<file path="src/design/armPkg.sv">
package armPkg;

  typedef logic [31:0] word_t;
  typedef logic [3:0]  regAddr_t;
  typedef logic [3:0]  flags_t;   // N Z C V
  typedef logic [3:0]  cond_t;
  typedef logic [1:0]  aluCtrl_t;
  typedef logic [1:0]  immSrc_t;

  localparam aluCtrl_t aluAdd = 2'b00;
  localparam aluCtrl_t aluSub = 2'b01;
  localparam aluCtrl_t aluAnd = 2'b10;
  localparam aluCtrl_t aluOrr = 2'b11;

  localparam immSrc_t imm8      = 2'b00;  // data processing, zero extended
  localparam immSrc_t imm12     = 2'b01;  // ldr/str offset
  localparam immSrc_t immBranch = 2'b10;  // word offset, sign extended

  // op field, bits 27:26
  localparam logic [1:0] opDataProc = 2'b00;
  localparam logic [1:0] opMemory   = 2'b01;
  localparam logic [1:0] opBranch   = 2'b10;

  // cmd field, bits 24:21
  localparam logic [3:0] cmdAnd = 4'b0000;
  localparam logic [3:0] cmdSub = 4'b0010;
  localparam logic [3:0] cmdAdd = 4'b0100;
  localparam logic [3:0] cmdOrr = 4'b1100;

  localparam cond_t condEq = 4'b0000;
  localparam cond_t condNe = 4'b0001;
  localparam cond_t condGe = 4'b1010;
  localparam cond_t condLt = 4'b1011;
  localparam cond_t condAl = 4'b1110;

endpackage

</file>
<file path="src/design/pipePkg.sv">
package pipePkg;

  // operand source picked in execute
  typedef logic [1:0] fwdSel_t;

  localparam fwdSel_t fwdNone = 2'b00;  // register file value
  localparam fwdSel_t fwdWb   = 2'b01;  // result in writeback
  localparam fwdSel_t fwdMem  = 2'b10;  // alu result in memory stage

endpackage

</file>
<file path="src/design/hazardIf.sv">
`timescale 1ns/100ps

interface hazardIf;
  import armPkg::*;
  import pipePkg::*;

  regAddr_t ra1D, ra2D;
  regAddr_t ra1E, ra2E, wa3E;
  regAddr_t wa3M, wa3W;

  logic regWriteM, regWriteW;
  logic memToRegE;
  logic branchTakenE;

  fwdSel_t forwardAE, forwardBE;
  logic    stallF, stallD;
  logic    flushD, flushE;

  modport dp(output ra1D, ra2D, ra1E, ra2E, wa3E, wa3M, wa3W,
             input forwardAE, forwardBE, stallF, stallD, flushD, flushE);

  modport ctl(output regWriteM, regWriteW, memToRegE, branchTakenE,
              input flushE);

  modport haz(input ra1D, ra2D, ra1E, ra2E, wa3E, wa3M, wa3W,
              input regWriteM, regWriteW, memToRegE, branchTakenE,
              output forwardAE, forwardBE, stallF, stallD, flushD, flushE);

endinterface

</file>
<file path="src/design/regFile.sv">
`timescale 1ns/100ps

module regFile (
  input  logic             clk,
  input  logic             writeEnable,
  input  armPkg::regAddr_t ra1,
  input  armPkg::regAddr_t ra2,
  input  armPkg::regAddr_t wa3,
  input  armPkg::word_t    wd3,
  input  armPkg::word_t    r15,
  output armPkg::word_t    rd1,
  output armPkg::word_t    rd2
);
  import armPkg::*;

  word_t regs [14:0];

  // written mid-cycle so decode sees the value in the same cycle
  always_ff @(negedge clk) begin
    if (writeEnable && wa3 != 4'hf) begin
      regs[wa3] <= wd3;
    end
  end

  assign rd1 = (ra1 == 4'hf) ? r15 : regs[ra1];
  assign rd2 = (ra2 == 4'hf) ? r15 : regs[ra2];

endmodule

</file>
<file path="src/design/alu.sv">
`timescale 1ns/100ps

module alu (
  input  armPkg::word_t    a,
  input  armPkg::word_t    b,
  input  armPkg::aluCtrl_t aluControl,
  output armPkg::word_t    result,
  output armPkg::flags_t   flags
);
  import armPkg::*;

  logic        isSub;
  logic        isArith;
  word_t       bInv;
  logic [32:0] sum;

  assign isSub   = (aluControl == aluSub);
  assign isArith = (aluControl == aluAdd) || isSub;

  // subtract as a + ~b + 1
  assign bInv = isSub ? ~b : b;
  assign sum  = {1'b0, a} + {1'b0, bInv} + 33'(isSub);

  always_comb begin
    case (aluControl)
      aluAnd:  result = a & b;
      aluOrr:  result = a | b;
      default: result = sum[31:0];
    endcase
  end

  assign flags[3] = result[31];
  assign flags[2] = (result == '0);
  assign flags[1] = isArith & sum[32];
  // operands agree in sign, sum does not
  assign flags[0] = isArith & ~(a[31] ^ bInv[31]) & (a[31] ^ sum[31]);

endmodule

</file>
<file path="src/design/controller.sv">
`timescale 1ns/100ps

module controller (
  input  logic              clk,
  input  logic              reset,
  input  armPkg::word_t     instrD,
  input  armPkg::flags_t    aluFlags,
  output logic [1:0]        regSrcD,
  output armPkg::immSrc_t   immSrcD,
  output logic              aluSrcE,
  output armPkg::aluCtrl_t  aluControlE,
  output logic              memWriteM,
  output logic              memToRegW,
  output logic              regWriteW,
  output logic              pcSrcE,
  hazardIf.ctl              hz
);
  import armPkg::*;

  logic [1:0] opD;
  logic [5:0] functD;
  cond_t      condD;

  logic       aluSrcD, regWriteD, memWriteD, memToRegD, branchD;
  aluCtrl_t   aluControlD;
  logic [1:0] flagWriteD;   // [1] nz, [0] cv

  logic       regWriteE, memWriteE, memToRegE, branchE;
  logic [1:0] flagWriteE;
  cond_t      condE;
  logic       condPassE;

  logic       regWriteM, memToRegM;
  flags_t     flags;

  assign opD    = instrD[27:26];
  assign functD = instrD[25:20];
  assign condD  = instrD[31:28];

  always_comb begin
    regSrcD   = 2'b00;
    immSrcD   = imm8;
    aluSrcD   = 1'b0;
    regWriteD = 1'b0;
    memWriteD = 1'b0;
    memToRegD = 1'b0;
    branchD   = 1'b0;
    case (opD)
      opDataProc: begin
        aluSrcD   = functD[5];  // I bit
        regWriteD = 1'b1;
      end
      opMemory: begin
        immSrcD   = imm12;
        aluSrcD   = 1'b1;
        regSrcD   = {~functD[0], 1'b0};  // str reads rd on port 2
        memWriteD = ~functD[0];
        memToRegD = functD[0];
        regWriteD = functD[0];
      end
      opBranch: begin
        immSrcD = immBranch;
        aluSrcD = 1'b1;
        regSrcD = 2'b01;  // base is pc+8
        branchD = 1'b1;
      end
      default: ;
    endcase
  end

  always_comb begin
    aluControlD = aluAdd;
    flagWriteD  = 2'b00;
    if (opD == opDataProc) begin
      case (functD[4:1])
        cmdSub:  aluControlD = aluSub;
        cmdAnd:  aluControlD = aluAnd;
        cmdOrr:  aluControlD = aluOrr;
        cmdAdd:  aluControlD = aluAdd;
        default: aluControlD = aluAdd;
      endcase
      flagWriteD[1] = functD[0];
      flagWriteD[0] = functD[0] && (aluControlD == aluAdd || aluControlD == aluSub);
    end
  end

  // decode to execute, bubble on flushE
  always_ff @(posedge clk or posedge reset) begin
    if (reset) begin
      regWriteE   <= 1'b0;
      memWriteE   <= 1'b0;
      memToRegE   <= 1'b0;
      branchE     <= 1'b0;
      flagWriteE  <= 2'b00;
      aluSrcE     <= 1'b0;
      aluControlE <= aluAdd;
      condE       <= condAl;
    end else if (hz.flushE) begin
      regWriteE   <= 1'b0;
      memWriteE   <= 1'b0;
      memToRegE   <= 1'b0;
      branchE     <= 1'b0;
      flagWriteE  <= 2'b00;
      aluSrcE     <= 1'b0;
      aluControlE <= aluAdd;
      condE       <= condAl;
    end else begin
      regWriteE   <= regWriteD;
      memWriteE   <= memWriteD;
      memToRegE   <= memToRegD;
      branchE     <= branchD;
      flagWriteE  <= flagWriteD;
      aluSrcE     <= aluSrcD;
      aluControlE <= aluControlD;
      condE       <= condD;
    end
  end

  always_comb begin
    case (condE)
      condEq:  condPassE = flags[2];
      condNe:  condPassE = ~flags[2];
      condGe:  condPassE = (flags[3] == flags[0]);
      condLt:  condPassE = (flags[3] != flags[0]);
      condAl:  condPassE = 1'b1;
      default: condPassE = 1'b0;
    endcase
  end

  always_ff @(posedge clk or posedge reset) begin
    if (reset) begin
      flags <= '0;
    end else begin
      if (flagWriteE[1] && condPassE) flags[3:2] <= aluFlags[3:2];
      if (flagWriteE[0] && condPassE) flags[1:0] <= aluFlags[1:0];
    end
  end

  always_ff @(posedge clk or posedge reset) begin
    if (reset) begin
      regWriteM <= 1'b0;
      memWriteM <= 1'b0;
      memToRegM <= 1'b0;
      regWriteW <= 1'b0;
      memToRegW <= 1'b0;
    end else begin
      regWriteM <= regWriteE & condPassE;
      memWriteM <= memWriteE & condPassE;
      memToRegM <= memToRegE;
      regWriteW <= regWriteM;
      memToRegW <= memToRegM;
    end
  end

  assign hz.branchTakenE = branchE & condPassE;
  assign hz.memToRegE    = memToRegE;
  assign hz.regWriteM    = regWriteM;
  assign hz.regWriteW    = regWriteW;
  assign pcSrcE          = hz.branchTakenE;

endmodule

</file>
<file path="src/design/datapath.sv">
`timescale 1ns/100ps

module datapath #(
  parameter armPkg::word_t resetPc = 32'h0000_0000
) (
  input  logic             clk,
  input  logic             reset,
  input  logic [1:0]       regSrcD,
  input  armPkg::immSrc_t  immSrcD,
  input  logic             aluSrcE,
  input  armPkg::aluCtrl_t aluControlE,
  input  logic             memToRegW,
  input  logic             regWriteW,
  input  logic             pcSrcE,
  output armPkg::word_t    pcF,
  input  armPkg::word_t    instrF,
  output armPkg::word_t    instrD,
  output armPkg::flags_t   aluFlags,
  output armPkg::word_t    aluResultM,
  output armPkg::word_t    writeDataM,
  input  armPkg::word_t    readDataM,
  hazardIf.dp              hz
);
  import armPkg::*;
  import pipePkg::*;

  word_t pcPlus4F, pcNextF;
  word_t rd1D, rd2D, extImmD;
  word_t rd1E, rd2E, extImmE;
  word_t srcAE, srcBE, writeDataE, aluResultE;
  word_t aluOutW, readDataW, resultW;

  function automatic word_t pickOperand(fwdSel_t sel, word_t regVal, word_t memVal,
                                        word_t wbVal);
    case (sel)
      fwdMem:  return memVal;
      fwdWb:   return wbVal;
      fwdNone: return regVal;
      default: return regVal;
    endcase
  endfunction

  assign pcPlus4F = pcF + 32'd4;
  assign pcNextF  = pcSrcE ? aluResultE : pcPlus4F;  // branch target from alu

  always_ff @(posedge clk or posedge reset) begin
    if (reset) begin
      pcF <= resetPc;
    end else if (!hz.stallF) begin
      pcF <= pcNextF;
    end
  end

  always_ff @(posedge clk or posedge reset) begin
    if (reset) begin
      instrD <= '0;
    end else if (hz.flushD) begin
      instrD <= '0;
    end else if (!hz.stallD) begin
      instrD <= instrF;
    end
  end

  assign hz.ra1D = regSrcD[0] ? 4'hf : instrD[19:16];
  assign hz.ra2D = regSrcD[1] ? instrD[15:12] : instrD[3:0];

  // fetch pc+4 is pc+8 of the instruction in decode
  regFile rf (
    .clk        (clk),
    .writeEnable(regWriteW),
    .ra1        (hz.ra1D),
    .ra2        (hz.ra2D),
    .wa3        (hz.wa3W),
    .wd3        (resultW),
    .r15        (pcPlus4F),
    .rd1        (rd1D),
    .rd2        (rd2D)
  );

  always_comb begin
    case (immSrcD)
      imm8:      extImmD = {24'b0, instrD[7:0]};
      imm12:     extImmD = {20'b0, instrD[11:0]};
      immBranch: extImmD = {{6{instrD[23]}}, instrD[23:0], 2'b00};
      default:   extImmD = '0;
    endcase
  end

  // register numbers feed the hazard unit
  always_ff @(posedge clk or posedge reset) begin
    if (reset) begin
      hz.ra1E <= '0;
      hz.ra2E <= '0;
      hz.wa3E <= '0;
      hz.wa3M <= '0;
      hz.wa3W <= '0;
    end else begin
      if (hz.flushE) begin
        hz.ra1E <= '0;
        hz.ra2E <= '0;
        hz.wa3E <= '0;
      end else begin
        hz.ra1E <= hz.ra1D;
        hz.ra2E <= hz.ra2D;
        hz.wa3E <= instrD[15:12];
      end
      hz.wa3M <= hz.wa3E;
      hz.wa3W <= hz.wa3M;
    end
  end

  always_ff @(posedge clk) begin
    rd1E       <= rd1D;
    rd2E       <= rd2D;
    extImmE    <= extImmD;
    aluResultM <= aluResultE;
    writeDataM <= writeDataE;
    aluOutW    <= aluResultM;
    readDataW  <= readDataM;
  end

  assign srcAE      = pickOperand(hz.forwardAE, rd1E, aluResultM, resultW);
  assign writeDataE = pickOperand(hz.forwardBE, rd2E, aluResultM, resultW);
  assign srcBE      = aluSrcE ? extImmE : writeDataE;

  alu aluUnit (
    .a         (srcAE),
    .b         (srcBE),
    .aluControl(aluControlE),
    .result    (aluResultE),
    .flags     (aluFlags)
  );

  assign resultW = memToRegW ? readDataW : aluOutW;

endmodule

</file>
<file path="src/design/hazardUnit.sv">
`timescale 1ns/100ps

module hazardUnit (
  hazardIf.haz hz
);
  import armPkg::*;
  import pipePkg::*;

  logic ldrStall;

  // memory stage is younger, so it wins
  function automatic fwdSel_t selectFwd(regAddr_t src, regAddr_t dstM, logic wrM,
                                        regAddr_t dstW, logic wrW);
    if (wrM && src == dstM) begin
      return fwdMem;
    end else if (wrW && src == dstW) begin
      return fwdWb;
    end
    return fwdNone;
  endfunction

  assign hz.forwardAE = selectFwd(hz.ra1E, hz.wa3M, hz.regWriteM, hz.wa3W, hz.regWriteW);
  assign hz.forwardBE = selectFwd(hz.ra2E, hz.wa3M, hz.regWriteM, hz.wa3W, hz.regWriteW);

  // load result not ready until writeback
  assign ldrStall = hz.memToRegE && (hz.ra1D == hz.wa3E || hz.ra2D == hz.wa3E);

  assign hz.stallF = ldrStall;
  assign hz.stallD = ldrStall;
  assign hz.flushD = hz.branchTakenE;
  assign hz.flushE = ldrStall | hz.branchTakenE;  // bubble into execute

endmodule

</file>
<file path="src/design/armCore.sv">
`timescale 1ns/100ps

module armCore #(
  parameter armPkg::word_t resetPc = 32'h0000_0000
) (
  input  logic          clk,
  input  logic          reset,
  input  armPkg::word_t instr,
  input  armPkg::word_t readData,
  output armPkg::word_t pc,
  output logic          memWrite,
  output armPkg::word_t dataAdr,
  output armPkg::word_t writeData
);
  import armPkg::*;

  word_t      instrD;
  flags_t     aluFlags;
  logic [1:0] regSrcD;
  immSrc_t    immSrcD;
  logic       aluSrcE;
  aluCtrl_t   aluControlE;
  logic       memToRegW;
  logic       regWriteW;
  logic       pcSrcE;

  hazardIf hzIf();

  controller ctl (
    .clk        (clk),
    .reset      (reset),
    .instrD     (instrD),
    .aluFlags   (aluFlags),
    .regSrcD    (regSrcD),
    .immSrcD    (immSrcD),
    .aluSrcE    (aluSrcE),
    .aluControlE(aluControlE),
    .memWriteM  (memWrite),
    .memToRegW  (memToRegW),
    .regWriteW  (regWriteW),
    .pcSrcE     (pcSrcE),
    .hz         (hzIf.ctl)
  );

  datapath #(.resetPc(resetPc)) dp (
    .clk        (clk),
    .reset      (reset),
    .regSrcD    (regSrcD),
    .immSrcD    (immSrcD),
    .aluSrcE    (aluSrcE),
    .aluControlE(aluControlE),
    .memToRegW  (memToRegW),
    .regWriteW  (regWriteW),
    .pcSrcE     (pcSrcE),
    .pcF        (pc),
    .instrF     (instr),
    .instrD     (instrD),
    .aluFlags   (aluFlags),
    .aluResultM (dataAdr),
    .writeDataM (writeData),
    .readDataM  (readData),
    .hz         (hzIf.dp)
  );

  hazardUnit hazard (
    .hz(hzIf.haz)
  );

endmodule

</file>
<file path="config.mk">
export PLATFORM = sky130hd
export DESIGN_NAME = armCore
export DESIGN_NICKNAME = d
export VERILOG_FILES = /design/src/design/armPkg.sv /design/src/design/pipePkg.sv /design/src/design/hazardIf.sv /design/src/design/regFile.sv /design/src/design/alu.sv /design/src/design/controller.sv /design/src/design/datapath.sv /design/src/design/hazardUnit.sv /design/src/design/armCore.sv
export SDC_FILE = /design/constraint.sdc
export NUM_CORES = 2
export LEC_CHECK = 0
export BUFFER_PORTS_ARGS = -buffer_cell sky130_fd_sc_hd__buf_2
export CORE_MARGIN = 4
export CORE_UTILIZATION = 38
export CTS_CLUSTER_DIAMETER = 30
export DETAILED_ROUTE_END_ITERATION = 16
export MAX_ROUTING_LAYER = met4
export PLACE_DENSITY = 0.57
export SLEW_MARGIN = 20
export SYNTH_ARGS = -nofsm -noshare
export SYNTH_HDL_FRONTEND = slang
export SYNTH_SLANG_ARGS = --single-unit
</file>
<file path="constraint.sdc">
create_clock -name clk -period 5 [get_ports clk]
set_clock_uncertainty 0.1 [all_clocks]
set_input_delay 1 -clock clk [delete_from_list [all_inputs] [get_ports clk]]
set_output_delay 1 -clock clk [all_outputs]
set_load 0.05 [all_outputs]
</file>
==> summary.md <==
| Metric | Value |
|---|---|
| Synthesized area per cell | 10.4 sq um |
| Hold Buf Count CTS | 0 |
| Worst EP arrival | 5.80 ns |
| Wire per inst | 25.2 um |
| Antenna violations before repair | 7 |
| Yosys warning count | 0 |
| Post-route ant nets | 0 |
| EDFF count, synth | 480 |
| Highest Signal Layer | met4 |
| # clock sinks | 803 |
| Cell count after placement | 5378 |
| Main flop type after synthesis | edfxtp_1 |
| Failing checks | setup timing |
| Synthesized instance count | 3719 |
| Seq cells post-synth | 803 |
| CTS buffer count | 164 |
| Vias in the first global route | 35000 |
| Reg clk slew, reported paths | 0.06 ns |
| DRC | 0 |
| Crit path launch type | register |
| Power density cells | 728 nW/um^2 |
| Initial Util | 0.384 |
| Final std cells w/o fill | 6196 |
| CTS Root Cell | clkbuf_16 |
| Max_cap viols | 0 |
| Hold Path Cell Cnt | 1 |
| Worst min path class | input pin to register |
| Critical path class | register to register |
| Core box area | 100000 sq um |
| Total global routing overflow | 0 |
| Final Setup Violations | 2 |
| Die height | 326 um |
| Layout cells sized above 1 | 0.239 |
| Longest Clk Path Bufs | 3 |
| Crit-path max FO | 6 |
| Top cell type's share of synthesized area | 0.374 |
| Via count | 35100 |
| Site Rows | 116 |
| Nature of the critical path endpoint | register |
| Finished Core Util | 0.523 |
| Critical path required time | 5.56 ns |
| RSZ-0062 raised after global routing | true |
| Vias per std cell | 5.66 |
| DR iter-0 viols | 3568 |
| WL final | 156000 um |
| CTS tree | done |
| Die area | 106000 sq um |
| Hold Vio Cnt, Final | 0 |
| Cell variety after synth | 82 |
| H-tree depth | 4 |
| Register area share after synthesis | 0.556 |
| Global-route usage over all layers | 0.291 |
| Max IR drop VDD | 0.568 mV |
| Register-to-Register Path Depth | 21 |
| DR pass1 iterations | 7 |
| Final worst-path setup slack | -0.240 ns |
| Global-route wire length before repair | 224000 um |
| Placer Congestion | 1.00 |
| Post-Syn Nets | 3823 |
| IO buf count | 162 |
| Synth-to-Final Area Change | 36.1% |
| Die X | 326 um |
| Leakage | 0.0222 uW |
| Final min period | 5.24 ns |
| Top-level I/O count | 163 |
| Async S/R FF share, synth | 0.131 |
| Slew margin rel. | 0.299 |
| Post-DP HPWL | 100000 um |
| Final net count | 4800 |
| Outcome | finished, violations left |
| Fmax achieved | 191 MHz |
| Fin. max-slew vios | 0 |
| Wl on met1 | 60300 um |
| Total Power | 38100 uW |
| Worst-margin pin slew | 1.05 ns |
| Setup slack at placement | -0.621 ns |
| Synth top area cells | edfxtp_1 (37%), dfxtp_1 (11%), nand2_1 (7.1%) |
| Routed length on met2 | 73200 um |
| Synth area leader | edfxtp_1 |
| Worst skew pair latency | 0.77 ns |
| Final period util | 1.05 |
| Detail Route met3 WL | 14100 um |
| Largest net degree at the start of global routing | 153 |
| Mapped cell area | 38500 sq um |
| Fillers | 8998 |
-- cell families after synthesis --
group	count (synthesis)	synth area share
simple gates	1362	0.155
flops	803	0.556
compound gates	796	0.141
buf+inv	325	0.0325
mux	276	0.0755
xor+xnor	102	0.0232
fa+ha+maj	55	0.0170
-- worst paths after layout --
check	from	slack (ns)	end
worst max-delay path	dp.hz.ra2E[3]$_DFF_PP0_	-0.24	ctl.flags[2]$_DFFE_PP0P_
min in group asynchronous	reset	0.35	dp.instrD[17]$_DFFE_PP0P_
max in group asynchronous	reset	3.33	ctl.condE[2]$_DFF_PP1_
worst max register to register	dp.hz.ra2E[3]$_DFF_PP0_	-0.24	ctl.flags[2]$_DFFE_PP0P_
worst min-delay path	readData[1]	0.23	dp.readDataW[1]$_DFF_P_
worst min register to register	ctl.memToRegM$_DFF_PP0_	0.25	ctl.memToRegW$_DFF_PP0_
-- cell type report --
cell class | count | area, sq um | area share
clock inverters | 607 | 3130 | 0.0597
clock buffers | 179 | 4350 | 0.0830
diodes | 3 | 7.51 | 0.000143
inverters | 41 | 156 | 0.00298
well taps | 1357 | 1700 | 0.0324
flip-flops and latches | 803 | 21400 | 0.409
repair buffers | 615 | 4740 | 0.0904
multi-input cells | 2591 | 16900 | 0.323
-- repair_timing --
action,CTS,global route
gates resized for setup,79,109
hold endpoints to repair,0,0
cloned,2,0
pin swaps,43,55
endpoints found under the setup margin,14,19
setup buffers,19,18
-- synth_stat cells (8+ instances only) --
master / count
mux2i_1: 186
or3_1: 8
nor2_1: 140
xnor2_1: 71
buf_2: 13
o21a_1: 18
nand4_1: 13
nand2_1: 731
edfxtp_1: 480
inv_1: 40
nand3_1: 295
buf_1: 29
o211ai_1: 11
ha_1: 37
o31ai_1: 45
a31oi_1: 41
dfxtp_1: 218
dfrtp_1: 102
and2_1: 30
a21oi_1: 168
a22o_1: 9
o22ai_1: 26
o21ai_0: 176
xor2_1: 31
a311oi_1: 99
clkbuf_1: 238
o221ai_1: 66
mux2_2: 87
nor3_1: 50
nand2b_1: 20
nor3b_1: 8
nor2b_1: 13
a22oi_1: 24
a221oi_1: 17
and3_1: 29
maj3_1: 17
a21o_1: 20
a311o_1: 20
-- cell usage in the layout (no fill, tap or decap), types with 23 or more instances in the layout --
cell         n
and3_1      28
ha_1        36
o22ai_1     26
a311oi_1    98
buf_4      404
xnor2_1     55
nand3_1    289
o21ai_0    155
mux2i_1    177
nor2_1     118
a21oi_1    151
dfxtp_1    218
o31ai_1     31
buf_2      162
inv_1      540
and2_1      27
edfxtp_1   480
a31oi_1     39
inv_6       24
clkbuf_16  171
dfrtp_1     96
mux2_2      80
a22oi_1     23
xor2_1      30
nand2_1    724
nor3_1      40
buf_12      35
o221ai_1    66
-- power breakdown --
| group | internal [uW] | leakage (uW) | switching, uW | total, uW |
|---|---|---|---|---|
| clock | 7690 | 0.00541 | 4880 | 12600 |
| combinational | 6110 | 0.00940 | 9930 | 16000 |
| sequential | 8640 | 0.00740 | 879 | 9520 |
-- registers in the layout (all words and copies together), names as in the netlist, 26 cells and up --
signal	cells
dp.extImmE	26
dp.rf.regs	480
dp.instrD	32
dp.writeDataM	32
dp.rd1E	32
dp.readDataW	32
dp.aluResultM	32
dp.aluOutW	32
dp.rd2E	32
dp.pcF	32
-- metrics by stage --
stage	TNS [ns]	cell area (sq um)	hold WS, ns
after detailed placement	-2.75	43800	0.246
after CTS	-0.364	51800	0.184
after global routing	-1.52	52400	0.208
final	-0.247	52400	0.228
after floorplan	-42.33	38600	0.231
after global placement	-2.04	43800	0.265
-- critical path, cell delays in order (launching register included) --
cell and delay (ns):
dfrtp_1 0.41, nor2b_4 0.15, a2111oi_4 0.38, and2_4 0.31, buf_6 0.13, o311ai_4 0.11, and3_4 0.19, or2_4 0.26
fa_2 0.40, a21oi_4 0.16, o211ai_1 0.18, buf_4 0.19, a21o_1 0.19, a211oi_4 0.28, o31ai_4 0.13, xor2_1 0.15
mux2_2 0.29, nor2_1 0.09, nor4b_2 0.22, nand4_1 0.18, or4_4 0.46, o31ai_2 0.18
-- metal layers --
metal  global-route usage  up-vias
li1                     -    15800
met1                0.346    17100
met2                0.456     1850
met3               0.0677      407
met4                0.169        0
met5                    -        -
(Power assumes the default switching activity.)
